==> config.mk <==
export PLATFORM = sky130hd
export DESIGN_NAME = response_merge
export DESIGN_NICKNAME = d
export VERILOG_FILES = /design/src/logic/mem_pkg.sv /design/src/logic/response_merge.sv
export VERILOG_INCLUDE_DIRS = /design/src /design/src/include
export SDC_FILE = /design/constraint.sdc
export NUM_CORES = 1
export LEC_CHECK = 0
export BUFFER_PORTS_ARGS = -buffer_cell sky130_fd_sc_hd__buf_2
export CORE_AREA = 2 2 89 91
export DETAILED_ROUTE_END_ITERATION = 16
export DIE_AREA = 0 0 91 93
export GPL_TIMING_DRIVEN = 0
export PLACE_DENSITY = 0.66
export SLEW_MARGIN = 20
export SYNTH_ARGS = -nofsm -noshare
export SYNTH_HDL_FRONTEND = slang
export SYNTH_SLANG_ARGS = --single-unit
==> constraint.sdc <==
create_clock -name clk -period 5.2 [get_ports clk]
set_input_delay 0.52 -clock clk [delete_from_list [all_inputs] [get_ports clk]]
set_output_delay 0.52 -clock clk [all_outputs]
set_load 0.01 [all_outputs]
==> src/include/mem_defines.svh <==
`ifndef MEM_DEFINES_SVH
`define MEM_DEFINES_SVH

// ******************************
// Data memory sizing
// ******************************

// Data and address width.
`define MEM_XLEN 32

// Banks are selected by word-address bits 3:2.
`define MEM_NUM_BANKS 4
`define MEM_BANK_BITS $clog2(`MEM_NUM_BANKS)

// Words per bank. The whole memory is 1 KiB.
`define MEM_BANK_WORDS 64
`define MEM_BANK_AW $clog2(`MEM_BANK_WORDS)

`define MEM_ORDER_DEPTH 4  // Order queue entries and in-flight limit.

`endif

==> src/logic/mem_pkg.sv <==
`default_nettype none

`include "mem_defines.svh"

package mem_pkg;

  // ******************************
  // Load/store operations
  // ******************************

  typedef enum logic [3:0] {
    lsu_lb   = 4'd0,
    lsu_lh   = 4'd1,
    lsu_lw   = 4'd2,
    lsu_lbu  = 4'd3,
    lsu_lhu  = 4'd4,
    lsu_sb   = 4'd5,
    lsu_sh   = 4'd6,
    lsu_sw   = 4'd7,
    lsu_none = 4'd8
  } lsu_op_t;

  // One operation from execute.
  typedef struct packed {
    logic                 load;
    logic                 store;
    logic                 fence;
    lsu_op_t              lsu_op;
    logic [`MEM_XLEN-1:0] address;  // Byte address.
    logic [`MEM_XLEN-1:0] sdata;
    logic [4:0]           waddr;
    logic [`MEM_XLEN-1:0] wdata;    // ALU result.
  } mem_exec_t;

  // ******************************
  // Bank traffic
  // ******************************

  // Echoed back by the bank so the load can be finished.
  typedef struct packed {
    logic [4:0] waddr;
    lsu_op_t    lsu_op;
    logic [1:0] offset;
  } mem_tag_t;

  typedef struct packed {
    logic [`MEM_XLEN-1:0] address;
    logic [`MEM_XLEN-1:0] wdata;  // Already in its byte lanes.
    logic [3:0]           wstrb;  // Zero for a load.
    mem_tag_t             tag;
  } mem_req_t;

  typedef struct packed {
    logic [`MEM_XLEN-1:0] rdata;
    mem_tag_t             tag;
  } mem_rsp_t;

  // Register-file write port.
  typedef struct packed {
    logic                 wren;
    logic [4:0]           waddr;
    logic [`MEM_XLEN-1:0] wdata;
  } reg_write_t;

endpackage

`default_nettype wire

==> src/logic/response_merge.sv <==
`timescale 1ns/1ns
`default_nettype none

`include "mem_defines.svh"

module response_merge (
  input  logic                                         clk,
  input  logic                                         rst,
  input  logic                                         issue_valid,
  input  logic [`MEM_BANK_BITS-1:0]                    issue_bank,
  output logic                                         issue_ready,
  input  mem_pkg::mem_rsp_t [`MEM_NUM_BANKS-1:0]       bank_rsp,
  input  logic [`MEM_NUM_BANKS-1:0]                    bank_rsp_valid,
  output logic [`MEM_NUM_BANKS-1:0]                    bank_rsp_ready,
  output mem_pkg::mem_rsp_t                            rsp,
  output logic                                         rsp_valid
);

  localparam int ptr_w = $clog2(`MEM_ORDER_DEPTH);
  localparam int cnt_w = $clog2(`MEM_ORDER_DEPTH + 1);

  logic [`MEM_BANK_BITS-1:0] order_q [`MEM_ORDER_DEPTH];
  logic [ptr_w-1:0]          head;
  logic [ptr_w-1:0]          tail;
  logic [cnt_w-1:0]          count;
  logic [`MEM_BANK_BITS-1:0] head_bank;
  logic                      empty;

  assign empty       = (count == '0);
  assign issue_ready = (count != cnt_w'(`MEM_ORDER_DEPTH));
  assign head_bank   = order_q[head];

  // Only the oldest bank may hand over its response.
  always_comb begin
    for (int i = 0; i < `MEM_NUM_BANKS; i++) begin
      bank_rsp_ready[i] = ~empty && (head_bank == `MEM_BANK_BITS'(i));
    end
  end

  assign rsp       = bank_rsp[head_bank];
  assign rsp_valid = ~empty & bank_rsp_valid[head_bank];

  always_ff @(posedge clk) begin
    if (issue_valid) begin
      order_q[tail] <= issue_bank;
    end
  end

  always_ff @(posedge clk) begin
    if (!rst) begin
      head  <= '0;
      tail  <= '0;
      count <= '0;
    end else begin
      if (issue_valid) tail <= tail + 1'b1;  // Depth is a power of two.
      if (rsp_valid) head <= head + 1'b1;
      if (issue_valid && !rsp_valid) count <= count + 1'b1;
      else if (!issue_valid && rsp_valid) count <= count - 1'b1;
    end
  end

endmodule

`default_nettype wire

==> summary.md, run 1 <==
| Metric | Value |
|---|---|
| Cell variety after synth | `29` |
| Mux cell area share after synthesis | `57.2%` |
| Crit-path slowest cell | `mux4_2` |
| Register area share after synthesis | `21.7%` |
| Share of cells above drive strength 1 | `81.0%` |
| DR vias | `2195` |
| I/O pin cnt | `230` |
| Initial antenna violation count | `0` |
| Vias in the first global route | `2312` |
| Clock root buffer | `clkbuf_8` |
| GPL Wtd Cong | `0.855` |
| Worst setup margin | `2190 ps` |
| CP dominant cell by count | `inv_1` |
| Pwr per Cell Area | `394 mW/mm^2` |
| Kind of critical path | `reg -> reg` |
| Synthesized Nets | `312` |
| CP Cell Sequence | `mux4_2, buf_6, mux2i_1, o22ai_2, inv_1, ha_1, inv_1, fa_1, xor2_1, or3_1, a21boi_0` |
| Post-CTS setup buffers | `0` |
| Yosys reg bits | `17` |
| Commonest non-fill, non-tap cells in the layout | `buf_2, mux4_2, dfxtp_1` |
| Outcome | `finished clean` |
| Drt via density | `4.77` |
| Mapped Area | `0.00194 mm^2` |
| Synth Area in XOR/XNOR | `1.36%` |
| Pre-CTS setup slack | `2140 ps` |
| Initial DRC Count | `44` |
| Max clock buf depth | `2` |
| Fill cells | `765` |
| Final setup violating endpoints | `0` |
| HPWL Detailed | `7660 um` |
| Fmax | `332 MHz` |
| Row count | `32` |
| Grt ovf | `0` |
| First-pass GRT wire length | `12600 um` |
| RSZ-0062 raised after global routing | `false` |
| Nets | `546` |
| Max-slew violation count | `0` |
| Clock Latency Late Sink | `240 ps` |
| Final worst-path cycle share | `58.0%` |
| CTS clk-pin slew, worst paths | `60 ps` |
| Critical Path Start Type | `flip-flop` |
| Effective utilization at floorplan | `25.7%` |
| Commonest non-fill, non-tap cell in the layout | `buf_2` |
| Max rail drop VDD | `0.000176 V` |
| Synth Area in Adders | `4.26%` |
| WP data required | `5370 ps` |
| Post-synthesis area per instance | `15.5 um^2` |
| Setup TNS | `0 ps` |
| Largest family of logic cells by synthesized area | `multiplexers` |
| Skew final | `3.17 ps` |
| Critical Path End Type | `flip-flop` |
| Max-slew headroom | `78.5%` |
| Tmin final | `3010 ps` |
| TritonRoute pass-1 iters | `4` |
| Final Hold Vio Count | `0` |
| CP arrival | `3180 ps` |
| Post-synthesis compound-gate area fraction | `1.87%` |
| Total Routing Usage GR | `19.2%` |
| YS warnings | `0` |
| Worst-margin pin slew | `323 ps` |
| Post-synthesis simple-gate area fraction | `7.04%` |
| Hold Buf Count CTS | `0` |
| DRT antenna net count | `0` |
| # diodes | `0` |
| CTS tree | `built` |
| Core area | `0.00753 mm^2` |
| Die Y-Extent | `93 um` |
| CTS buffer count | `3` |
| HP Class | `in -> reg` |
| Drt total wl | `8500 um` |
| Worst Path Max Fanout | `10` |
| Max-cap viol count | `0` |
| Clock H-tree levels | `1` |
| Syn-to-layout area delta | `68.2%` |
| Largest net degree at the start of global routing | `11` |
| CTS resizes | `0` |
| Synth Instances | `125` |
| Die Width | `91 um` |
| DRC | `0` |
| Wire length per cell | `18.5 um` |
| Static leakage | `1.60 nW` |
| Buffers added on ports | `229` |
| Crit-path max cell delay | `560 ps` |
| DIE AREA | `0.00846 mm^2` |
| Num Clock Sinks | `17` |
-- area by class of cell --
type / count / area (um^2) / area share, %
buffer: 10 / 111 / 3.42
clock buffer: 3 / 41.3 / 1.27
clock inverter: 1 / 5.00 / 0.154
inverter: 4 / 15.0 / 0.461
multi-input combinational: 94 / 1390 / 42.7
sequential: 17 / 420 / 12.9
tap: 102 / 128 / 3.92
timing repair buffer: 229 / 1150 / 35.2
-- per-stage QoR --
step | power (mW) | instance area, um^2 | utilization (%) | instances | hold slack [ps]
after floorplan | 0.850 | 1940 | - | 125 | 445
after global routing | 1.38 | 3260 | 43.3 | 460 | 484
final | 1.28 | 3260 | 43.3 | 460 | 493
after detailed placement | 1.20 | 3210 | 42.7 | 456 | 488
after global placement | 1.19 | 3210 | 42.7 | 456 | 465
after CTS | 1.30 | 3260 | 43.3 | 460 | 486
-- report_power, final --
part           leakage [nW]  total [mW]  switching, mW  internal, mW
Sequential            0.148       0.190         0.0260         0.164
Clock                0.0255      0.0918         0.0389        0.0529
Combinational          1.43        1.00          0.468         0.533
Total                  1.60        1.28          0.533         0.750
-- final timing paths --
path / startpoint / to / slack, ps / cells past startpoint
max: flip-flop / count[2] / 2190 / 11
min: issue_bank[0] / order_q[1][0] / 490 / 1
max reg2reg: flip-flop / count[2] / 2190 / 11
min reg2reg: head[1] / head[1] / 510 / 2
-- Yosys cell counts --
cell | n | area share (%)
a21boi_0 | 1 | 0.39
dfxtp_1 | 9 | 9.3
buf_6 | 1 | 0.58
o22ai_2 | 1 | 0.65
edfxtp_1 | 8 | 12
mux4_1 | 1 | 1.4
xor2_1 | 2 | 0.90
nor2b_1 | 2 | 0.65
or3_1 | 2 | 0.65
and2_1 | 6 | 1.9
buf_8 | 1 | 0.77
mux4_2 | 44 | 51
o22ai_1 | 1 | 0.32
nand3_1 | 1 | 0.26
buf_2 | 5 | 1.3
nor3_1 | 1 | 0.26
o21ai_0 | 2 | 0.52
ha_1 | 5 | 3.2
xnor2_1 | 1 | 0.45
nand3b_1 | 1 | 0.39
nor2_1 | 5 | 0.97
nand2_1 | 5 | 0.97
nand2b_1 | 2 | 0.65
fa_1 | 1 | 1.0
or2_2 | 1 | 0.32
mux2i_1 | 8 | 4.1
mux2_2 | 1 | 0.58
inv_1 | 4 | 0.77
buf_12 | 3 | 3.1
-- logic make-up after synthesis --
group,count (synthesis)
DFF,17
and+or+nand+nor,26
muxes,54
buffers and inverters,14
AOI/OAI and AO/OA,5
adders and majority gates,6
xor gates and xnor gates,3
-- worst max-delay path: cells and delay by family (launching register included) --
kind / cells / cell delay, ps
muxes: 2 / 830
adders and majority gates: 2 / 540
DFF: 1 / 400
AOI/OAI and AO/OA: 2 / 350
buffers and inverters: 3 / 340
and+or+nand+nor: 1 / 300
xor gates and xnor gates: 1 / 180
-- metal layers --
layer | up-vias | global-route usage, % | share of wire [%]
li1 | 997 | - | -
met1 | 1083 | 22.0 | 38
met2 | 111 | 33.6 | 49
met3 | 4 | 8.30 | 12
met4 | 0 | 3.66 | 1.0
met5 | - | 0 | 0
Power figures use the tool's default switching activity.
==> run 2, diff against run 1 <==
--- a/config.mk
+++ b/config.mk
@@ -7,11 +7,11 @@
 export NUM_CORES = 1
 export LEC_CHECK = 0
 export BUFFER_PORTS_ARGS = -buffer_cell sky130_fd_sc_hd__buf_2
-export CORE_AREA = 2 2 89 91
+export CORE_AREA = 2 2 90 92
 export DETAILED_ROUTE_END_ITERATION = 16
-export DIE_AREA = 0 0 91 93
+export DIE_AREA = 0 0 92 94
 export GPL_TIMING_DRIVEN = 0
-export PLACE_DENSITY = 0.66
+export PLACE_DENSITY = 0.67
 export SLEW_MARGIN = 20
 export SYNTH_ARGS = -nofsm -noshare
 export SYNTH_HDL_FRONTEND = slang
==> constraint.sdc (replaced) <==
create_clock -name clk -period 2.7 [get_ports clk]
set_input_delay 0.27 -clock clk [delete_from_list [all_inputs] [get_ports clk]]
set_output_delay 0.27 -clock clk [all_outputs]
set_load 0.01 [all_outputs]
==> summary.md, run 2 (synthesis results as in run 1) <==
| Metric | Value |
|---|---|
| DRC | `0` |
| Total Routing Usage GR | `17.3%` |
| Syn-to-layout area delta | `71.8%` |
| Outcome | `finished clean` |
| Nets | `549` |
| Hold depth | `1` |
| HPWL Detailed | `7270 um` |
| Cell count after placement | `456` |
| Final Hold Vio Count | `0` |
| Final Cell Area | `0.00333 mm^2` |
| Pre-CTS setup slack | `-106 ps` |
| CP arrival | `2860 ps` |
| Wire length per cell | `17.8 um` |
| DRT antenna net count | `0` |
| RSZ-0062 raised after global routing | `true` |
| Share of cells above drive strength 1 | `82.8%` |
| I/O pin cnt | `230` |
| HP Class | `in -> reg` |
| Drt via density | `4.85` |
| Initial DRC Count | `75` |
| Critical Path Start Type | `flip-flop` |
| Effective utilization at floorplan | `25.5%` |
| Max rail drop VDD | `0.000402 V` |
| GPL Wtd Cong | `0.801` |
| Num Clock Sinks | `17` |
| Hold Buf Count CTS | `0` |
| Skew final | `1.87 ps` |
| Kind of critical path | `reg -> reg` |
| Clock Latency Late Sink | `250 ps` |
| Drt total wl | `8280 um` |
| Grt ovf | `0` |
| Core area | `0.00761 mm^2` |
| Hold path endpoint | `order_q[0][0]` |
| Largest net degree at the start of global routing | `11` |
| Buffers added on ports | `229` |
| Clock H-tree levels | `1` |
| Worst Path Max Fanout | `2` |
| CTS buffer count | `3` |
| Row count | `32` |
| Final setup violating endpoints | `0` |
| Max-slew violation count | `0` |
| Layout Utilization | `43.8%` |
| Clock root buffer | `clkbuf_8` |
| Hold Crit Start | `issue_bank[0]` |
| Reg-to-reg endpoint | `count[2]` |
| Worst-margin pin slew | `243 ps` |
| Commonest non-fill, non-tap cell in the layout | `buf_2` |
| Setup TNS | `0 ps` |
| TritonRoute pass-1 iters | `6` |
| Max-cap viol count | `0` |
| Max-slew headroom | `83.6%` |
| Placed Area | `0.00323 mm^2` |
| Worst setup margin | `18.8 ps` |
| Tmin final | `2680 ps` |
| Reg2reg path depth | `11` |
| Final worst-path cycle share | `99.3%` |
| Initial antenna violation count | `1` |
| CTS clk-pin slew, worst paths | `60 ps` |
| Non-filler cells, final | `464` |
| Fmax | `373 MHz` |
| Max clock buf depth | `2` |
| Die Width | `92 um` |
| DR vias | `2249` |
| WP data required | `2880 ps` |
| Vias in the first global route | `2230` |
| Critical Path End Type | `flip-flop` |
| Static leakage | `1.61 nW` |
| First-pass GRT wire length | `11400 um` |
| R2r setup slk | `20 ps` |
| Commonest non-fill, non-tap cells in the layout | `buf_2, mux4_2, dfxtp_1, edfxtp_1` |
| DIE AREA | `0.00865 mm^2` |
| CTS tree | `built` |
| Pwr per Cell Area | `758 mW/mm^2` |
| Die Y-Extent | `94 um` |
| R2r startpoint | `order_q[2][0]` |
==> run 2: area by class of cell <==
class	instances	area [um^2]
Multi-Input combinational cell	94	1420
Sequential cell	17	424
Antenna cell	1	2.50
Fill cell	760	4280
Buffer	10	123
Timing Repair Buffer	232	1170
Tap cell	102	128
Clock buffer	4	45.0
Inverter	4	15.0
==> run 2: worst max-delay path by stage <==
stage                  start  cells past startpoint  slack [ps]  endpoint
2_1_floorplan      flip-flop                     11          10  count[2]
3_3_place_gp       flip-flop                     11         -70  count[2]
3_5_place_dp       flip-flop                     11        -110  count[2]
4_1_cts            flip-flop                     11          20  count[2]
5_1_grt        order_q[3][0]                     11        -140  count[2]
6_report       order_q[2][0]                     11          20  count[2]
==> run 2: through the flow <==
stage | power (mW) | hold slack, ps
floorplan | 1.66 | 369
global placement | 2.27 | 462
global route | 2.69 | 242
finish | 2.52 | 245
CTS | 2.54 | 237
detailed placement | 2.30 | 478
==> run 2: what timing repair did <==
item                                    in CTS  in global routing
endpoints found under the setup margin       1                  1
hold endpoints to repair                     0                  0
pin swaps                                    1                  0
buffers inserted                             2                  1
gates cloned                                 0                  0
resized for setup                            4                  3
==> run 2: critical path, stage by stage (launching register included) <==
cell and delay [ps]:
edfxtp_1 390, mux4_2 560, buf_12 160, mux2i_4 170, o22ai_2 110, inv_1 70
ha_2 190, inv_2 40, fa_2 320, xor2_1 170, or3_1 300, a21boi_1 120
==> run 2: where the power goes <==
| part | switching (mW) | internal (mW) |
|---|---|---|
| Sequential | 0.0496 | 0.321 |
| Clock | 0.0776 | 0.104 |
| Combinational | 0.893 | 1.08 |
| Total | 1.02 | 1.50 |
==> run 2: layer usage <==
| metal | global-route usage, % | wire [um] | vias to the layer above |
|---|---|---|---|
| li1 | - | - | 1004 |
| met1 | 20.8 | 3050 | 1110 |
| met2 | 30.1 | 4340 | 121 |
| met3 | 4.33 | 735 | 14 |
| met4 | 5.97 | 151 | 0 |
| met5 | 0 | 0 | - |
==> run 3, diff against run 2 <==
--- a/config.mk
+++ b/config.mk
@@ -6,12 +6,13 @@
 export SDC_FILE = /design/constraint.sdc
 export NUM_CORES = 1
 export LEC_CHECK = 0
+export ABC_AREA = 1
 export BUFFER_PORTS_ARGS = -buffer_cell sky130_fd_sc_hd__buf_2
-export CORE_AREA = 2 2 90 92
+export CORE_AREA = 2 2 89 91
 export DETAILED_ROUTE_END_ITERATION = 16
-export DIE_AREA = 0 0 92 94
+export DIE_AREA = 0 0 91 93
 export GPL_TIMING_DRIVEN = 0
-export PLACE_DENSITY = 0.67
+export PLACE_DENSITY = 0.69
 export SLEW_MARGIN = 20
 export SYNTH_ARGS = -nofsm -noshare
 export SYNTH_HDL_FRONTEND = slang
==> summary.md, run 3 <==
| Metric | Value |
|---|---|
| Outcome | `finished clean` |
| Commonest non-fill, non-tap cells in the layout | `buf_2, nand2_1, nand3_1` |
| Synthesized Nets | `499` |
| CTS buffer count | `3` |
| Reg2reg path depth | `16` |
| Ys flop type | `dfxtp_1` |
| Synth Area in Adders | `4.11%` |
| Worst Path Max Fanout | `8` |
| Vias in the first global route | `2663` |
| Max rail drop VDD | `0.000482 V` |
| Max-slew headroom | `62.1%` |
| Hold depth | `1` |
| Max-cap viol count | `0` |
| Post-synthesis compound-gate area fraction | `15.1%` |
| HPWL Detailed | `6930 um` |
| Post-synthesis simple-gate area fraction | `46.6%` |
| # diodes | `0` |
| Setup TNS | `0 ps` |
| Largest net degree at the start of global routing | `11` |
| Total Routing Usage GR | `17.4%` |
| Max-slew violation count | `0` |
| First-pass GRT wire length | `12400 um` |
| Clock root buffer | `clkbuf_8` |
| CTS clk-pin slew, worst paths | `60 ps` |
| Initial DRC Count | `80` |
| Tmin final | `2380 ps` |
| HP Class | `in -> reg` |
| Register area share after synthesis | `20.9%` |
| Dominant cell by count in the synthesized netlist | `nand2_1` |
| Kind of critical path | `reg -> reg` |
| Final Hold Vio Count | `0` |
| Synth Area in XOR/XNOR | `0%` |
| TritonRoute pass-1 iters | `4` |
| Hold_ws | `245 ps` |
| Commonest non-fill, non-tap cell in the layout | `buf_2` |
| CTS tree | `built` |
| Row count | `32` |
| R2r setup slk | `320 ps` |
| Fmax | `421 MHz` |
| Hold Crit Start | `issue_bank[1]` |
| I/O pin cnt | `230` |
| R2r startpoint | `order_q[3][1]` |
| Die Width | `91 um` |
| Clock Latency Late Sink | `240 ps` |
| Nets | `733` |
| Critical Path Start Type | `flip-flop` |
| DRC | `0` |
| Top post-synthesis cells by count | `nand2_1, nand3_1, nand4_1, a22oi_1, inv_1` |
| DR vias | `2881` |
| Drt total wl | `8110 um` |
| Effective utilization at floorplan | `26.7%` |
| Reg-to-reg endpoint | `count[2]` |
| Final worst-path cycle share | `88.0%` |
| Buffers added on ports | `229` |
| Yosys top cell area share | `27.3%` |
| Yosys reg bits | `17` |
| RSZ-0062 raised after global routing | `false` |
| Hold Buf Count CTS | `0` |
| CP arrival | `2510 ps` |
| GPL Wtd Cong | `0.842` |
| Mapped Area | `0.00201 mm^2` |
| Syn-to-layout area delta | `65.7%` |
| Synth area leaders | `nand2_1, edfxtp_1, dfxtp_1, buf_6, nand3_1` |
| Max clock buf depth | `2` |
| Final setup violating endpoints | `0` |
| Core area | `0.00753 mm^2` |
| Number of synthesized flops with an enable pin | `8` |
| Cell variety after synth | `24` |
| Skew final | `5.39 ps` |
| Synth Instances | `312` |
| Initial antenna violation count | `0` |
| Pwr per Cell Area | `958 mW/mm^2` |
| Drt via density | `4.45` |
| Largest family of logic cells by synthesized area | `simple AND/OR/NAND/NOR gates` |
| Static leakage | `1.84 nW` |
| Share of cells above drive strength 1 | `49.4%` |
| Dominant cell type by area after synthesis | `nand2_1` |
| Die Y-Extent | `93 um` |
| Worst-margin pin slew | `564 ps` |
| WP data required | `2830 ps` |
| Grt ovf | `0` |
| Num Clock Sinks | `17` |
| Mux cell area share after synthesis | `0%` |
| Critical Path End Type | `flip-flop` |
| DIE AREA | `0.00846 mm^2` |
| Hold path endpoint | `order_q[3][1]` |
| Wire length per cell | `12.5 um` |
| DRT antenna net count | `0` |
| Asr flop ratio synth | `0%` |
| Clock H-tree levels | `1` |
| Post-synthesis area per instance | `6.44 um^2` |
| YS warnings | `0` |
-- run 3: cell types whose count changed in the layout (fill, tap and decap cells not counted), moves of 7 or more --
cell     previous run  this run
nand3_1             1        28
inv_1               3        17
mux4_2             44         0
a22oi_2             0         8
buf_6               0        14
nand2_1             4       146
a22oi_1             0        17
nand4_1             0        18
a21oi_1             0         7
-- run 3: worst max-delay path, stage by stage, from the launching register on --
cell and delay (ps):
edfxtp_1 350, inv_1 60, nand2_1 50, o21ai_0 70
nand2_1 130, nand2_4 190, inv_1 60, nand2_1 60
nand2_1 110, nand2_1 120, ha_1 140, inv_1 70
fa_1 380, a21oi_1 150, o21ai_0 110, o21ai_0 160
a21oi_1 60
-- run 3: worst max path at each step --
stage | endpoint | from | slack (ps)
finish | count[2] | order_q[3][1] | 320
global route | count[2] | order_q[3][1] | 30
CTS | count[2] | flip-flop | 250
detailed placement | count[2] | flip-flop | 270
global placement | count[2] | flip-flop | 390
floorplan | count[2] | flip-flop | 570
-- run 3: cells by family after synthesis --
kind of cell,count (synthesis)
AO/OA/AOI/OAI,40
adder cells (fa/ha/maj),6
buffers and inverters,37
flip-flops,17
AND/OR/NAND/NOR,212
-- run 3: per-stage QoR --
stage	utilization [%]	instances	total power [mW]	setup WS, ps	cell area (um^2)
after floorplan	-	312	2.06	565	2010
after global placement	43.6	643	3.00	389	3280
after detailed placement	43.6	643	3.03	269	3280
after CTS	44.2	647	3.22	251	3330
after global routing	44.2	647	3.51	34.7	3330
final	44.2	647	3.19	323	3330
-- run 3: routing by layer --
metal | global-route usage, % | up-vias | share of wire [%]
li1 | - | 1511 | -
met1 | 21.9 | 1251 | 41
met3 | 3.95 | 2 | 9.0
met4 | 2.02 | 0 | 0.20
met5 | 0 | - | 0
met2 | 31.4 | 117 | 50
-- run 3: final cells by class --
cell class	instances	area (um^2)
fillers	803	4200
multi-input cells	258	1320
repair buffers	229	1150
flip-flops and latches	17	422
plain buffers	16	180
well taps	102	128
inverters	21	86.3
clock buffers	4	45.0
-- run 3: report_power, final --
group	switching, mW	total, mW	leakage, nW	internal, mW
combinational	1.54	2.65	1.67	1.11
sequential	0.0437	0.362	0.148	0.318
clock	0.0761	0.180	0.0228	0.104
total	1.66	3.19	1.84	1.53
-- run 3: repair_timing --
action / in CTS / in global routing
buffers inserted: 0 / 0
hold endpoints to repair: 0 / 0
gates resized for setup: 0 / 1
setup endpoints to repair: 0 / 1
