File: config.mk
export PLATFORM = sky130hd
export DESIGN_NAME = memory_stage
export DESIGN_NICKNAME = d
export VERILOG_FILES = /design/src/logic/mem_pkg.sv /design/src/logic/lsu_align.sv /design/src/logic/memory_stage.sv
export VERILOG_INCLUDE_DIRS = /design/src /design/src/include
export SDC_FILE = /design/constraint.sdc
export NUM_CORES = 1
export LEC_CHECK = 0
export BUFFER_PORTS_ARGS = -buffer_cell sky130_fd_sc_hd__buf_2
export CORE_AREA = 2 2 106 108
export DETAILED_ROUTE_END_ITERATION = 10
export DIE_AREA = 0 0 108 110
export PLACE_DENSITY = 0.67
export SLEW_MARGIN = 20
export SYNTH_ARGS = -nofsm -noshare
export SYNTH_HDL_FRONTEND = slang
export SYNTH_SLANG_ARGS = --single-unit
File: constraint.sdc
create_clock -name clk -period 4.4 [get_ports clk]
set_clock_uncertainty 0.05 [all_clocks]
set_input_delay 0.22 -clock clk [delete_from_list [all_inputs] [get_ports clk]]
set_output_delay 0.22 -clock clk [all_outputs]
set_load 0.1 [all_outputs]
File: src/include/mem_defines.svh
`ifndef MEM_DEFINES_SVH
`define MEM_DEFINES_SVH

// ******************************
// Data memory sizing
// ******************************

// Data and address width.
`define MEM_XLEN 32

// Banks are selected by word-address bits 3:2.
`define MEM_NUM_BANKS 4
`define MEM_BANK_BITS $clog2(`MEM_NUM_BANKS)

// Words per bank. The whole memory is 1 KiB.
`define MEM_BANK_WORDS 64
`define MEM_BANK_AW $clog2(`MEM_BANK_WORDS)

`define MEM_ORDER_DEPTH 4  // Order queue entries and in-flight limit.

`endif

File: src/logic/mem_pkg.sv
`default_nettype none

`include "mem_defines.svh"

package mem_pkg;

  // ******************************
  // Load/store operations
  // ******************************

  typedef enum logic [3:0] {
    lsu_lb   = 4'd0,
    lsu_lh   = 4'd1,
    lsu_lw   = 4'd2,
    lsu_lbu  = 4'd3,
    lsu_lhu  = 4'd4,
    lsu_sb   = 4'd5,
    lsu_sh   = 4'd6,
    lsu_sw   = 4'd7,
    lsu_none = 4'd8
  } lsu_op_t;

  // One operation from execute.
  typedef struct packed {
    logic                 load;
    logic                 store;
    logic                 fence;
    lsu_op_t              lsu_op;
    logic [`MEM_XLEN-1:0] address;  // Byte address.
    logic [`MEM_XLEN-1:0] sdata;
    logic [4:0]           waddr;
    logic [`MEM_XLEN-1:0] wdata;    // ALU result.
  } mem_exec_t;

  // ******************************
  // Bank traffic
  // ******************************

  // Echoed back by the bank so the load can be finished.
  typedef struct packed {
    logic [4:0] waddr;
    lsu_op_t    lsu_op;
    logic [1:0] offset;
  } mem_tag_t;

  typedef struct packed {
    logic [`MEM_XLEN-1:0] address;
    logic [`MEM_XLEN-1:0] wdata;  // Already in its byte lanes.
    logic [3:0]           wstrb;  // Zero for a load.
    mem_tag_t             tag;
  } mem_req_t;

  typedef struct packed {
    logic [`MEM_XLEN-1:0] rdata;
    mem_tag_t             tag;
  } mem_rsp_t;

  // Register-file write port.
  typedef struct packed {
    logic                 wren;
    logic [4:0]           waddr;
    logic [`MEM_XLEN-1:0] wdata;
  } reg_write_t;

endpackage

`default_nettype wire

File: src/logic/lsu_align.sv
`timescale 1ns/1ns
`default_nettype none

`include "mem_defines.svh"

module lsu_align (
  input  mem_pkg::lsu_op_t     lsu_op,
  input  logic [1:0]           offset,
  input  logic [`MEM_XLEN-1:0] sdata,
  output logic [`MEM_XLEN-1:0] wdata,
  output logic [3:0]           wstrb,
  input  logic [`MEM_XLEN-1:0] rdata,
  output logic [`MEM_XLEN-1:0] ldata
);

  logic [7:0]  lane_byte;
  logic [15:0] lane_half;

  // Store placement.
  always_comb begin
    wdata = sdata;
    wstrb = 4'b0000;
    case (lsu_op)
      mem_pkg::lsu_sb: begin
        wdata = {4{sdata[7:0]}};
        wstrb = 4'b0001 << offset;
      end
      mem_pkg::lsu_sh: begin
        wdata = {2{sdata[15:0]}};
        wstrb = offset[1] ? 4'b1100 : 4'b0011;
      end
      mem_pkg::lsu_sw: wstrb = 4'b1111;
      default: wstrb = 4'b0000;  // Loads write nothing.
    endcase
  end

  // Load extraction.
  always_comb begin
    case (offset)
      2'd0:    lane_byte = rdata[7:0];
      2'd1:    lane_byte = rdata[15:8];
      2'd2:    lane_byte = rdata[23:16];
      default: lane_byte = rdata[31:24];
    endcase
    lane_half = offset[1] ? rdata[31:16] : rdata[15:0];

    case (lsu_op)
      mem_pkg::lsu_lb:  ldata = {{24{lane_byte[7]}}, lane_byte};
      mem_pkg::lsu_lbu: ldata = {24'h0, lane_byte};
      mem_pkg::lsu_lh:  ldata = {{16{lane_half[15]}}, lane_half};
      mem_pkg::lsu_lhu: ldata = {16'h0, lane_half};
      default:          ldata = rdata;
    endcase
  end

endmodule

`default_nettype wire

File: src/logic/memory_stage.sv
`timescale 1ns/1ns
`default_nettype none

`include "mem_defines.svh"

module memory_stage (
  input  logic                 clk,
  input  logic                 rst,
  input  mem_pkg::mem_exec_t   exec,
  input  logic                 exec_valid,
  output logic                 exec_ready,
  output mem_pkg::mem_req_t    req,
  output logic                 req_valid,
  input  logic                 req_ready,
  input  mem_pkg::mem_rsp_t    rsp,
  input  logic                 rsp_valid,
  output mem_pkg::reg_write_t  reg_write
);

  localparam int cnt_w = $clog2(`MEM_ORDER_DEPTH + 1);

  logic                 is_mem;
  logic                 is_alu;
  logic                 idle;
  logic                 full;
  logic                 issue;
  logic                 alu_fire;
  logic                 rsp_is_load;
  logic [cnt_w-1:0]     inflight;
  logic [`MEM_XLEN-1:0] st_wdata;
  logic [3:0]           st_wstrb;
  logic [`MEM_XLEN-1:0] ld_data;
  mem_pkg::reg_write_t  wb_next;

  lsu_align u_store_align (
    .lsu_op (exec.lsu_op),
    .offset (exec.address[1:0]),
    .sdata  (exec.sdata),
    .wdata  (st_wdata),
    .wstrb  (st_wstrb),
    .rdata  ('0),
    .ldata  ()
  );

  lsu_align u_load_align (
    .lsu_op (rsp.tag.lsu_op),
    .offset (rsp.tag.offset),
    .sdata  ('0),
    .wdata  (),
    .wstrb  (),
    .rdata  (rsp.rdata),
    .ldata  (ld_data)
  );

  // ******************************
  // Issue side
  // ******************************

  assign is_mem = exec.load | exec.store;
  assign is_alu = ~(exec.load | exec.store | exec.fence);
  assign idle   = (inflight == '0);
  assign full   = (inflight == cnt_w'(`MEM_ORDER_DEPTH));

  // Fences and ALU results wait until every access has returned.
  assign req_valid  = exec_valid & is_mem & ~full;
  assign exec_ready = is_mem ? (req_ready & ~full) : idle;
  assign issue      = req_valid & req_ready;
  assign alu_fire   = exec_valid & exec_ready & is_alu;

  always_comb begin
    req.address    = exec.address;
    req.wdata      = st_wdata;
    req.wstrb      = exec.load ? 4'b0000 : st_wstrb;
    req.tag.waddr  = exec.waddr;
    req.tag.lsu_op = exec.lsu_op;
    req.tag.offset = exec.address[1:0];
  end

  always_ff @(posedge clk) begin
    if (!rst) begin
      inflight <= '0;
    end else if (issue && !rsp_valid) begin
      inflight <= inflight + 1'b1;
    end else if (!issue && rsp_valid) begin
      inflight <= inflight - 1'b1;
    end
  end

  // ******************************
  // Writeback
  // ******************************

  assign rsp_is_load = rsp.tag.lsu_op inside {mem_pkg::lsu_lb, mem_pkg::lsu_lh,
                                              mem_pkg::lsu_lw, mem_pkg::lsu_lbu,
                                              mem_pkg::lsu_lhu};

  // A response never meets an ALU result. The ALU needs an idle stage.
  always_comb begin
    wb_next.wren  = 1'b0;
    wb_next.waddr = reg_write.waddr;
    wb_next.wdata = reg_write.wdata;
    if (rsp_valid && rsp_is_load) begin
      wb_next.wren  = |rsp.tag.waddr;  // x0 is never written.
      wb_next.waddr = rsp.tag.waddr;
      wb_next.wdata = ld_data;
    end else if (alu_fire) begin
      wb_next.wren  = |exec.waddr;
      wb_next.waddr = exec.waddr;
      wb_next.wdata = exec.wdata;
    end
  end

  always_ff @(posedge clk) begin
    if (!rst) begin
      reg_write.wren <= 1'b0;
    end else begin
      reg_write <= wb_next;
    end
  end

endmodule

`default_nettype wire

==> run metrics, run 1 <==
final wirelength=approximately 13000 um; CP max FO=17; critical setup path kind=in -> out; Slew @ Worst Pin=1.022 ns; drt via density=5.319; Slew HR=between 30% and 40%; CP delay by family, top=simple AND/OR/NAND/NOR gates; Vias=approximately 3300; Slowest Stage Delay on Critical Path=approximately 0.80 ns; synthesized area=between 3000 and 4000 um^2; top cells by count, synth=buf_4, edfxtp_1, nand2_1, a22oi_1; number of synthesized flops with an enable pin=37; layout cells sized above 1=between 50% and 60%; antenna diode count=0; Yosys cell types=56; Peak VDD IR=240.9 uV; hold_buf cts=0; P&R area growth vs syn=27.14%; clk_lat worst skew=between 0.2 and 0.3 ns; async set-reset flop share out of synthesis=0%; syn nets=about 480; DP HPWL=about 11000 um; HP Class=in -> reg; Remaining Overflow, GRT=0; crit end category=output port; Post-synth top flop=edfxtp_1; worst path bufs/invs=3; Yosys top cell by area=edfxtp_1; Hold Vio Cnt, Final=0; die height=~110 um; CTS Sinks=between 40 and 50; Yosys warnings=0; arrival time worst endpoint=roughly 2.2 ns; most frequent cell after synthesis=buf_4; number of gates resized after cts=0; Detail Route Antenna Nets=0; startpoint types=input port; TritonCTS Buffers=5; Max clock buf depth=2; # setup viols final=0; final worst slack=1.903 ns; crit-path most repeated cell=buf_2; RSZ-0062 raised after global routing=false; syn avg cell area=10.46 um^2; PD cells=about 320 nW/um^2; CP Cell Sequence=buf_2 -> nor4bb_2 -> buf_4 -> nor2_1 -> mux2_1 -> buf_2; vias in the first global route=3201; Final period util=56.74%; pin count of the biggest net entering global routing=39; fin nets=631; register area share after synthesis=about 36%; Final Wtd Congestion=slightly above 0.9; cell row count=38; post-CTS setup buffers=0; Core Region=10700 um^2; H-tree level count=2; #FFs+latches synth=between 40 and 50; I/O pins=approximately 280; Tmin final=between 2 and 2.5 ns; first-pass GRT wire length=18500 um; Detailed Route Iter0 Violations=approximately 170; DP Worst Slack=roughly 1.9 ns; Max-Cap Viols=0; Port Buffer Count=roughly 210; # fillers=between 1000 and 1500; cells taking the most area after synthesis=edfxtp_1, buf_4, a22oi_1; leakage=approximately 1.9 nW; initial antenna violation count=0; final setup TNS=0 ns; crit path max-delay cell type=nor2_1; max-slew violation count=0; DR pass1 iterations=5; die area=around 12000 um^2; Data required, critical path=4.13 ns; # DRC=0; Initial Util=31.20%; clock slew at reported path FFs=0.08 ns; CTS tree=done; cells after synthesis=319; status=completed; Wirelength per Cell=between 20 and 25 um; top-area cell type share of the netlist area=approximately a third; Die Span X=approximately 110 um; GRT Total Usage=20.88%; Root Buffer=clkbuf_8; f_max=0.4005 GHz
[per-layer routing]
metal  vias up  share of wire (%)  GRT usage (%)  wire length (um)
met5         -                  0              0                 0
met4         0                1.9          5.769               250
met3        12                 13          8.054              1653
met2       257                 54          40.84              7030
met1      1506                 32          20.34              4197
li1       1491                  -              -                 -
[cells by family (layout without fill, tap and decap cells)]
logic type,Yosys count,count (layout),synth area share [%]
AND/OR/NAND/NOR,69,69,10.98
AO/OA/AOI/OAI,92,92,21.63
flip-flops,41,41,35.68
multiplexers,34,34,13.42
buffers and inverters,73,228,15.03
adder cells (fa/ha/maj),7,7,2.474
XOR/XNOR,3,3,0.7873
[power breakdown]
part           internal [W]  switching, W  total (W)
Sequential         0.000446     0.0000106   0.000456
Clock              0.000168      0.000136   0.000304
Combinational      0.000139      0.000461   0.000600
[sequential cells by signal, summed over array words and instances (netlist names)]
| register | flops |
|---|---|
| reg_write | 38 |
| inflight | 3 |
[final cells by class]
class	instances	area, um^2	area share [%]
Clock inverter	2	33.78	0.7960
Tap cell	140	175.2	4.127
Sequential cell	41	1191	28.07
Multi-Input combinational cell	205	1663	39.18
Timing Repair Buffer	218	1101	25.94
Inverter	2	7.507	0.1769
Clock buffer	6	72.57	1.710
[cells in the final DEF (no fill, tap or decap), types with 2 or more instances in the layout]
| cell type | n |
|---|---|
| edfxtp_1 | 37 |
| nor2_1 | 5 |
| dfxtp_1 | 4 |
| mux4_2 | 7 |
| mux2_1 | 16 |
| or3b_1 | 2 |
| o21a_1 | 2 |
| nor3_1 | 2 |
| a22oi_1 | 25 |
| nand3_1 | 2 |
| mux2i_1 | 11 |
| and2_1 | 2 |
| maj3_1 | 5 |
| a22o_1 | 10 |
| a221o_1 | 16 |
| or4_1 | 2 |
| o21ai_1 | 3 |
| o31ai_1 | 2 |
| clkbuf_8 | 5 |
| a21oi_1 | 8 |
| nand2_1 | 33 |
| o21ai_0 | 12 |
| buf_2 | 214 |
| inv_1 | 2 |
| nor2b_1 | 6 |
| xnor2_1 | 2 |
| buf_4 | 4 |
| nand2b_1 | 4 |
[metrics by stage]
stage | util, % | total power, W | std cells | cell area, um^2 | hold slack, ns
after floorplan | - | 0.001058 | 319 | 3338 | 0.2917
final | 39.67 | 0.001360 | 614 | 4244 | 0.1468
after global placement | 38.57 | 0.001059 | 606 | 4126 | 0.3907
after detailed placement | 38.60 | 0.001066 | 606 | 4129 | 0.3907
after global routing | 39.67 | 0.001409 | 614 | 4244 | 0.1561
after CTS | 39.59 | 0.001365 | 614 | 4235 | 0.1499
[path summary, 6_finish.rpt]
| path | depth (start not counted) | slack (ns) | to | start |
|---|---|---|---|---|
| worst max-delay path | 6 | 1.90 | req[37] | exec[101] |
| worst min-delay path | 2 | 0.15 | inflight[0]$_SDFFE_PN0P_ | rst |
| worst max register to register | 5 | 2.16 | reg_write[7]$_DFFE_PP_ | inflight[0]$_SDFFE_PN0P_ |
| worst min register to register | 2 | 0.48 | inflight[2]$_SDFFE_PN0P_ | inflight[2]$_SDFFE_PN0P_ |
No activity file was read; power rests on OpenSTA's default activity.
==> run 2, diff against run 1 <==
- clock period: 4.4 -> 2.4 ns (I/O delays scaled with it)
==> run 2 against run 1 <==
  * Clock power grew 53%
  * Die area unchanged
  * Critical path depth rose by 3
  * Flip-flop and latch count stayed put
  * Highest routed layer unchanged
  * Critical path type is now reg -> reg
  * Setup slack got worse by 1.7 ns
==> run metrics, run 2 (synthesis gave the netlist of run 1 again) <==
status=completed (unchanged); met1 usage=19.70% (was 20.34%); H-tree level count=2 (unchanged); crit end category=register (was output port); Max-Cap Viols=0 (unchanged); Initial Util=31.20% (unchanged); Worst R2R Setup Slack=0.23 ns (was 2.16 ns); antenna diode count=0 (unchanged); DP HPWL=10080 um (was 10790 um); crit path max-delay cell type=dfxtp_1 (was nor2_1); number of gates resized after cts=0 (unchanged); met3 Use GR=6.232% (was 8.054%); critical setup path kind=reg -> reg (was in -> out); Peak VDD IR=315.8 uV (was 240.9 uV); CTS Sinks=41 (unchanged); RSZ-0062 raised after global routing=false (unchanged); first-pass GRT wire length=17060 um (was 18500 um); R2R Path End=inflight[2]$_SDFFE_PN0P_ (was reg_write[7]$_DFFE_PP_); max reg flops=38 (unchanged); Detailed Route Iter0 Violations=180 (was 169); DR pass1 iterations=5 (unchanged); Tmin final=approximately 2.2 ns; leakage=1.960 nW (was 1.896 nW); Reg-to-Reg Start=inflight[0]$_SDFFE_PN0P_ (unchanged); Die Span X=108 um (unchanged); R2R depth=9 (was 5); CP Launch Point=inflight[0]$_SDFFE_PN0P_ (was exec[101]); I/O pins=275 (unchanged); Placed Area=4327 um^2 (was 4129 um^2); Util after Layout=41.27% (was 39.67%); Largest regs=reg_write (38), inflight (3) (unchanged); initial antenna violation count=0 (unchanged); startpoint types=register (was input port); Register Area=1191 um^2 (unchanged); arrival time worst endpoint=2.35 ns (was 2.23 ns); most common cell after layout, fill and taps aside=buf_2 (unchanged); # fillers=1078 (was 1103); P&R area growth vs syn=32.27% (was 27.14%); Wirelength per Cell=19.59 um (was 21.39 um); crit path to=inflight[2]$_SDFFE_PN0P_ (was req[37]); layout cells sized above 1=51.57% (was 50.21%); final wirelength=12130 um (was 13130 um); Final Wtd Congestion=0.8756 (was 0.9251); Detail Route Antenna Nets=0 (unchanged); non-filler cells, final=619 (was 614); CP Cell Sequence=nor2_1 -> a21oi_4 -> and2_1 -> ha_1 -> inv_1 -> fa_1 -> xor2_1 -> or3_1 -> a21boi_1 (was buf_2 -> nor4bb_2 -> buf_4 -> nor2_1 -> mux2_1 -> buf_2); clock slew at reported path FFs=0.09 ns (was 0.08 ns); CTS tree=done (unchanged); die height=110 um (unchanged); # setup viols final=0 (unchanged); max-slew violation count=0 (unchanged); vias in the first global route=3177 (was 3201); Port Buffer Count=214 (unchanged); GRT Total Usage=19.01% (was 20.88%); post-CTS setup buffers=0 (unchanged); Remaining Overflow, GRT=0 (unchanged); PD cells=556.5 nW/um^2 (was 320.4 nW/um^2); footprint of the multi-input gates=1672 um^2 (was 1663 um^2); pin count of the biggest net entering global routing=39 (unchanged); Reg power frac=34.1% (was 33.5%); CP max FO=4 (was 17); busiest layer in global routing=met2 (unchanged); fin nets=636 (was 631); # DRC=0 (unchanged); Core Region=10700 um^2 (unchanged); TritonCTS Buffers=5 (unchanged); Slowest Stage Delay on Critical Path=0.43 ns (was 0.80 ns); Final period util=around 90%; f_max=around 0.46 GHz; Top reg by flops=reg_write (unchanged); sw frac=46.43% (was 44.69%); Cells after DPL=611 (was 606); design area=4415 um^2 (was 4244 um^2); Root Buffer=clkbuf_8 (unchanged); Max clock buf depth=2 (unchanged); HP Class=in -> reg (unchanged); met2 GRT Util=36.52% (was 40.84%); hold_buf cts=0 (unchanged); net load switching power=0.001141 W (was 0.0006077 W); clk_lat worst skew=0.29 ns (about the same); Vias=3240 (was 3266); Slew @ Worst Pin=1.033 ns (was 1.022 ns); clock network power share=18.9% (was 22.4%); Data required, critical path=2.58 ns (was 4.13 ns); Slew HR=30.93% (was 31.59%); combinational power share=47.0% (was 44.1%); internal power=0.001316 W (was 0.0007520 W); commonest cells after routing, fill and taps aside=buf_2, edfxtp_1, nand2_1, a22oi_1 (unchanged); die area=11880 um^2 (unchanged); drt via density=5.234 (was 5.319); Hold Vio Cnt, Final=0 (unchanged); cell row count=38 (unchanged)
[run 2: worst min path at each step]
| stage | startpoint | end | cells after the start | slack [ns] |
|---|---|---|---|---|
| after floorplan | rst | inflight[0]$_SDFFE_PN0P_ | 1 | 0.19 |
| after global placement | exec[93] | req[71] | 0 | 0.19 |
| after detailed placement | exec[93] | req[71] | 0 | 0.19 |
| after CTS | rst | inflight[0]$_SDFFE_PN0P_ | 2 | 0.05 |
| after global routing | rst | inflight[2]$_SDFFE_PN0P_ | 2 | 0.05 |
| final | rst | inflight[0]$_SDFFE_PN0P_ | 2 | 0.05 |
[run 2: cell type report]
cell class	count	area share, %
Clock buffer	5	1.559
Clock inverter	3	0.3967
Inverter	2	0.1700
Multi-Input combinational cell	205	37.86
Sequential cell	41	26.98
Tap cell	140	3.967
Timing Repair Buffer	223	29.07
[run 2: power groups by stage]
stage	clock network, W	logic, W	registers (W)
6_report	0.000464	0.00115	0.000839
5_1_grt	0.000514	0.00120	0.000843
4_1_cts	0.000473	0.00116	0.000839
3_5_place_dp	0	0.00116	0.000855
3_3_place_gp	0	0.00115	0.000853
2_1_floorplan	0	0.000930	0.00102
[run 2: metrics by stage]
| step | hold slack, ns | TNS, ns | total power [W] | worst slack (ns) |
|---|---|---|---|---|
| 6_report | 0.05234 | 0 | 0.002457 | 0.2323 |
| 5_1_grt | 0.05450 | 0 | 0.002561 | 0.1015 |
| 4_1_cts | 0.04615 | 0 | 0.002472 | 0.2251 |
| 3_5_place_dp | 0.1907 | 0 | 0.002013 | 0.2352 |
| 3_3_place_gp | 0.1907 | 0 | 0.001998 | 0.3400 |
| 2_1_floorplan | 0.1917 | -0.1682 | 0.001950 | -0.1682 |
[run 2: worst max-delay path, delay by kind of cell (launching register included)]
kind / cells / cell delay (ns)
buffers and inverters: 1 / 0.06
xor gates and xnor gates: 1 / 0.16
adders and majority gates: 2 / 0.55
and+or+nand+nor: 3 / 0.57
AOI/OAI and AO/OA: 2 / 0.28
DFF: 1 / 0.43
[run 2: routing by layer]
metal  part of all wire (%)  up-vias
met4                    1.6        0
met1                     33     1514
met5                      0        -
met2                     54      212
li1                       -     1502
met3                     12       12
==> run 3, diff against run 2 <==
- GPL_TIMING_DRIVEN: default -> 0
==> run 3 against run 2 <==
  * Die area did not move
  * Hold slack got worse by 0.0019 ns
  * First-iteration DRC count rose by 0.56%
  * Non-clock buffer count rose by 88
  * Clock-buffer cell count did not move
==> run metrics, run 3 (synthesis gave the netlist of run 1 again) <==
status=completed (unchanged); final wirelength=12840 um (was 12130 um); Initial Util=31.20% (unchanged); Top reg by flops=reg_write (unchanged); Remaining Overflow, GRT=0 (unchanged); layout cells sized above 1=57.32% (was 51.57%); antenna diode count=0 (unchanged); Util after Layout=45.10% (was 41.27%); hold wc startpoint=rst (unchanged); # setup viols final=0 (unchanged); Root Buffer=clkbuf_8 (unchanged); crit-path most repeated cell=buf_6; Max clock buf depth=2 (unchanged); final setup TNS=0 ns (unchanged); CTS Sinks=41 (unchanged); Slowest Stage Delay on Critical Path=0.59 ns (was 0.43 ns); most common cell after layout, fill and taps aside=buf_2 (unchanged); Peak VDD IR=480.3 uV (was 315.8 uV); leakage=2.282 nW (was 1.960 nW); CP max FO=10 (was 4); RSZ-0062 raised after global routing=false (unchanged); critical setup path kind=reg -> reg (unchanged); H-tree level count=2 (unchanged); Detail Route Antenna Nets=0 (unchanged); Final Total Pwr=0.002685 W (was 0.002457 W); startpoint types=register (unchanged); f_max=0.4433 GHz (was 0.4613 GHz); # fillers=1080 (was 1078); Max-Cap Viols=0 (unchanged); arrival time worst endpoint=2.32 ns (was 2.35 ns); die height=110 um (unchanged); Tmin final=2.256 ns (was 2.168 ns); DR pass1 iterations=4 (was 5); PD cells=556.5 nW/um^2 (about the same); CP Launch Point=inflight[0]$_SDFFE_PN0P_ (unchanged); Final period util=94.00% (was 90.32%); CTS tree=done (unchanged); CP Cell Sequence=or4_4 -> a2111oi_4 -> buf_6 -> buf_6 -> a22oi_1 -> o21ai_1 (was nor2_1 -> a21oi_4 -> and2_1 -> ha_1 -> inv_1 -> fa_1 -> xor2_1 -> or3_1 -> a21boi_1); hold slack=0.05042 ns (was 0.05234 ns); hold_buf cts=0 (unchanged); clk_lat worst skew=0.29 ns (about the same); initial antenna violation count=0 (unchanged); vias in the first global route=3580 (was 3177); # DRC=0 (unchanged); drt via density=5.085 (was 5.234); max reg flops=38 (unchanged); non-filler cells, final=707 (was 619); Reg-to-Reg Start=inflight[0]$_SDFFE_PN0P_ (unchanged); crit path max-delay cell type=or4_4 (was dfxtp_1); clock slew at reported path FFs=0.08 ns (was 0.09 ns); Port Buffer Count=240 (was 214); Wirelength per Cell=18.16 um (was 19.59 um); cell row count=38 (unchanged); footprint of the multi-input gates=1669 um^2 (was 1672 um^2); die area=11880 um^2 (unchanged); Slew @ Worst Pin=1.125 ns (was 1.033 ns); TritonCTS Buffers=5 (unchanged); Register Area=1191 um^2 (unchanged); fin nets=724 (was 636); I/O pins=275 (unchanged); Hold Vio Cnt, Final=0 (unchanged); P&R area growth vs syn=44.53% (was 32.27%); Data required, critical path=2.47 ns (was 2.58 ns); Largest regs=reg_write (38), inflight (3) (unchanged); first-pass GRT wire length=18490 um (was 17060 um); Die Span X=108 um (unchanged); Final Wtd Congestion=0.8741 (was 0.8756); max-slew violation count=0 (unchanged); Detailed Route Iter0 Violations=181 (was 180); Vias=3595 (was 3240); GRT Total Usage=20.29% (was 19.01%); commonest cells after routing, fill and taps aside=buf_2, buf_4, edfxtp_1, nand2_1, a22oi_1 (was buf_2, edfxtp_1, nand2_1, a22oi_1); Core Region=10700 um^2 (unchanged); HP Class=in -> reg (unchanged); crit end category=register (unchanged); Slew HR=24.80% (was 30.93%); Cells after DPL=699 (was 611); pin count of the biggest net entering global routing=38 (was 39); DP HPWL=10850 um (was 10080 um)
## run 3: cell count changes in the layout (fill, tap and decap cells not counted), sizes merged
cell | previous run | this run
buf | 223 | 307
clkbuf | 5 | 9
## run 3: power by group
part           internal (W)  switching, W  leakage, nW
sequential         0.000817     0.0000216        0.367
combinational      0.000329       0.00107         1.87
clock              0.000201      0.000250       0.0455
total               0.00135       0.00134         2.28
## run 3: metrics by stage
step,worst slack [ns],area [um^2]
floorplan,-0.1682,3356
global placement,0.01365,4732
detailed placement,-0.04493,4732
CTS,0.02738,4818
global route,0.02449,4825
finish,0.1441,4825
## run 3: routing by layer
metal / wire, um / global-route usage, % / up-vias
met2: 6884 / 39.44 / 222
met1: 4324 / 21.42 / 1677
met3: 1300 / 3.939 / 19
met5: 0 / 0 / -
li1: - / - / 1677
met4: 329 / 8.059 / 0
## run 3: final cells by class
cell class / count / area share, %
inverter: 2 / 0.1556
multi-input combinational: 205 / 34.60
clock buffer: 5 / 1.426
sequential: 41 / 24.69
clock inverter: 3 / 0.3631
timing repair buffer: 240 / 24.90
tap: 140 / 3.631
buffer: 71 / 10.24
## run 3: worst paths after layout
path                              endpoint  depth (start not counted)  slack, ns
setup / recovery   reg_write[12]$_DFFE_PP_                          6       0.14
hold / removal    inflight[0]$_SDFFE_PN0P_                          2       0.05
setup reg to reg   reg_write[12]$_DFFE_PP_                          6       0.14
hold reg to reg   inflight[2]$_SDFFE_PN0P_                          2       0.53
## run 3: repair_timing
action                                  CTS  global route
resized for setup                         0             1
endpoints found under the setup margin    0            37
buffers inserted                          0             0
## run 3: critical path, delay by kind of cell, from the launching register on
family / cells / cell delay (ns)
flip-flops: 1 / 0.36
AND/OR/NAND/NOR: 1 / 0.59
AO/OA/AOI/OAI: 3 / 0.67
buffers and inverters: 2 / 0.40
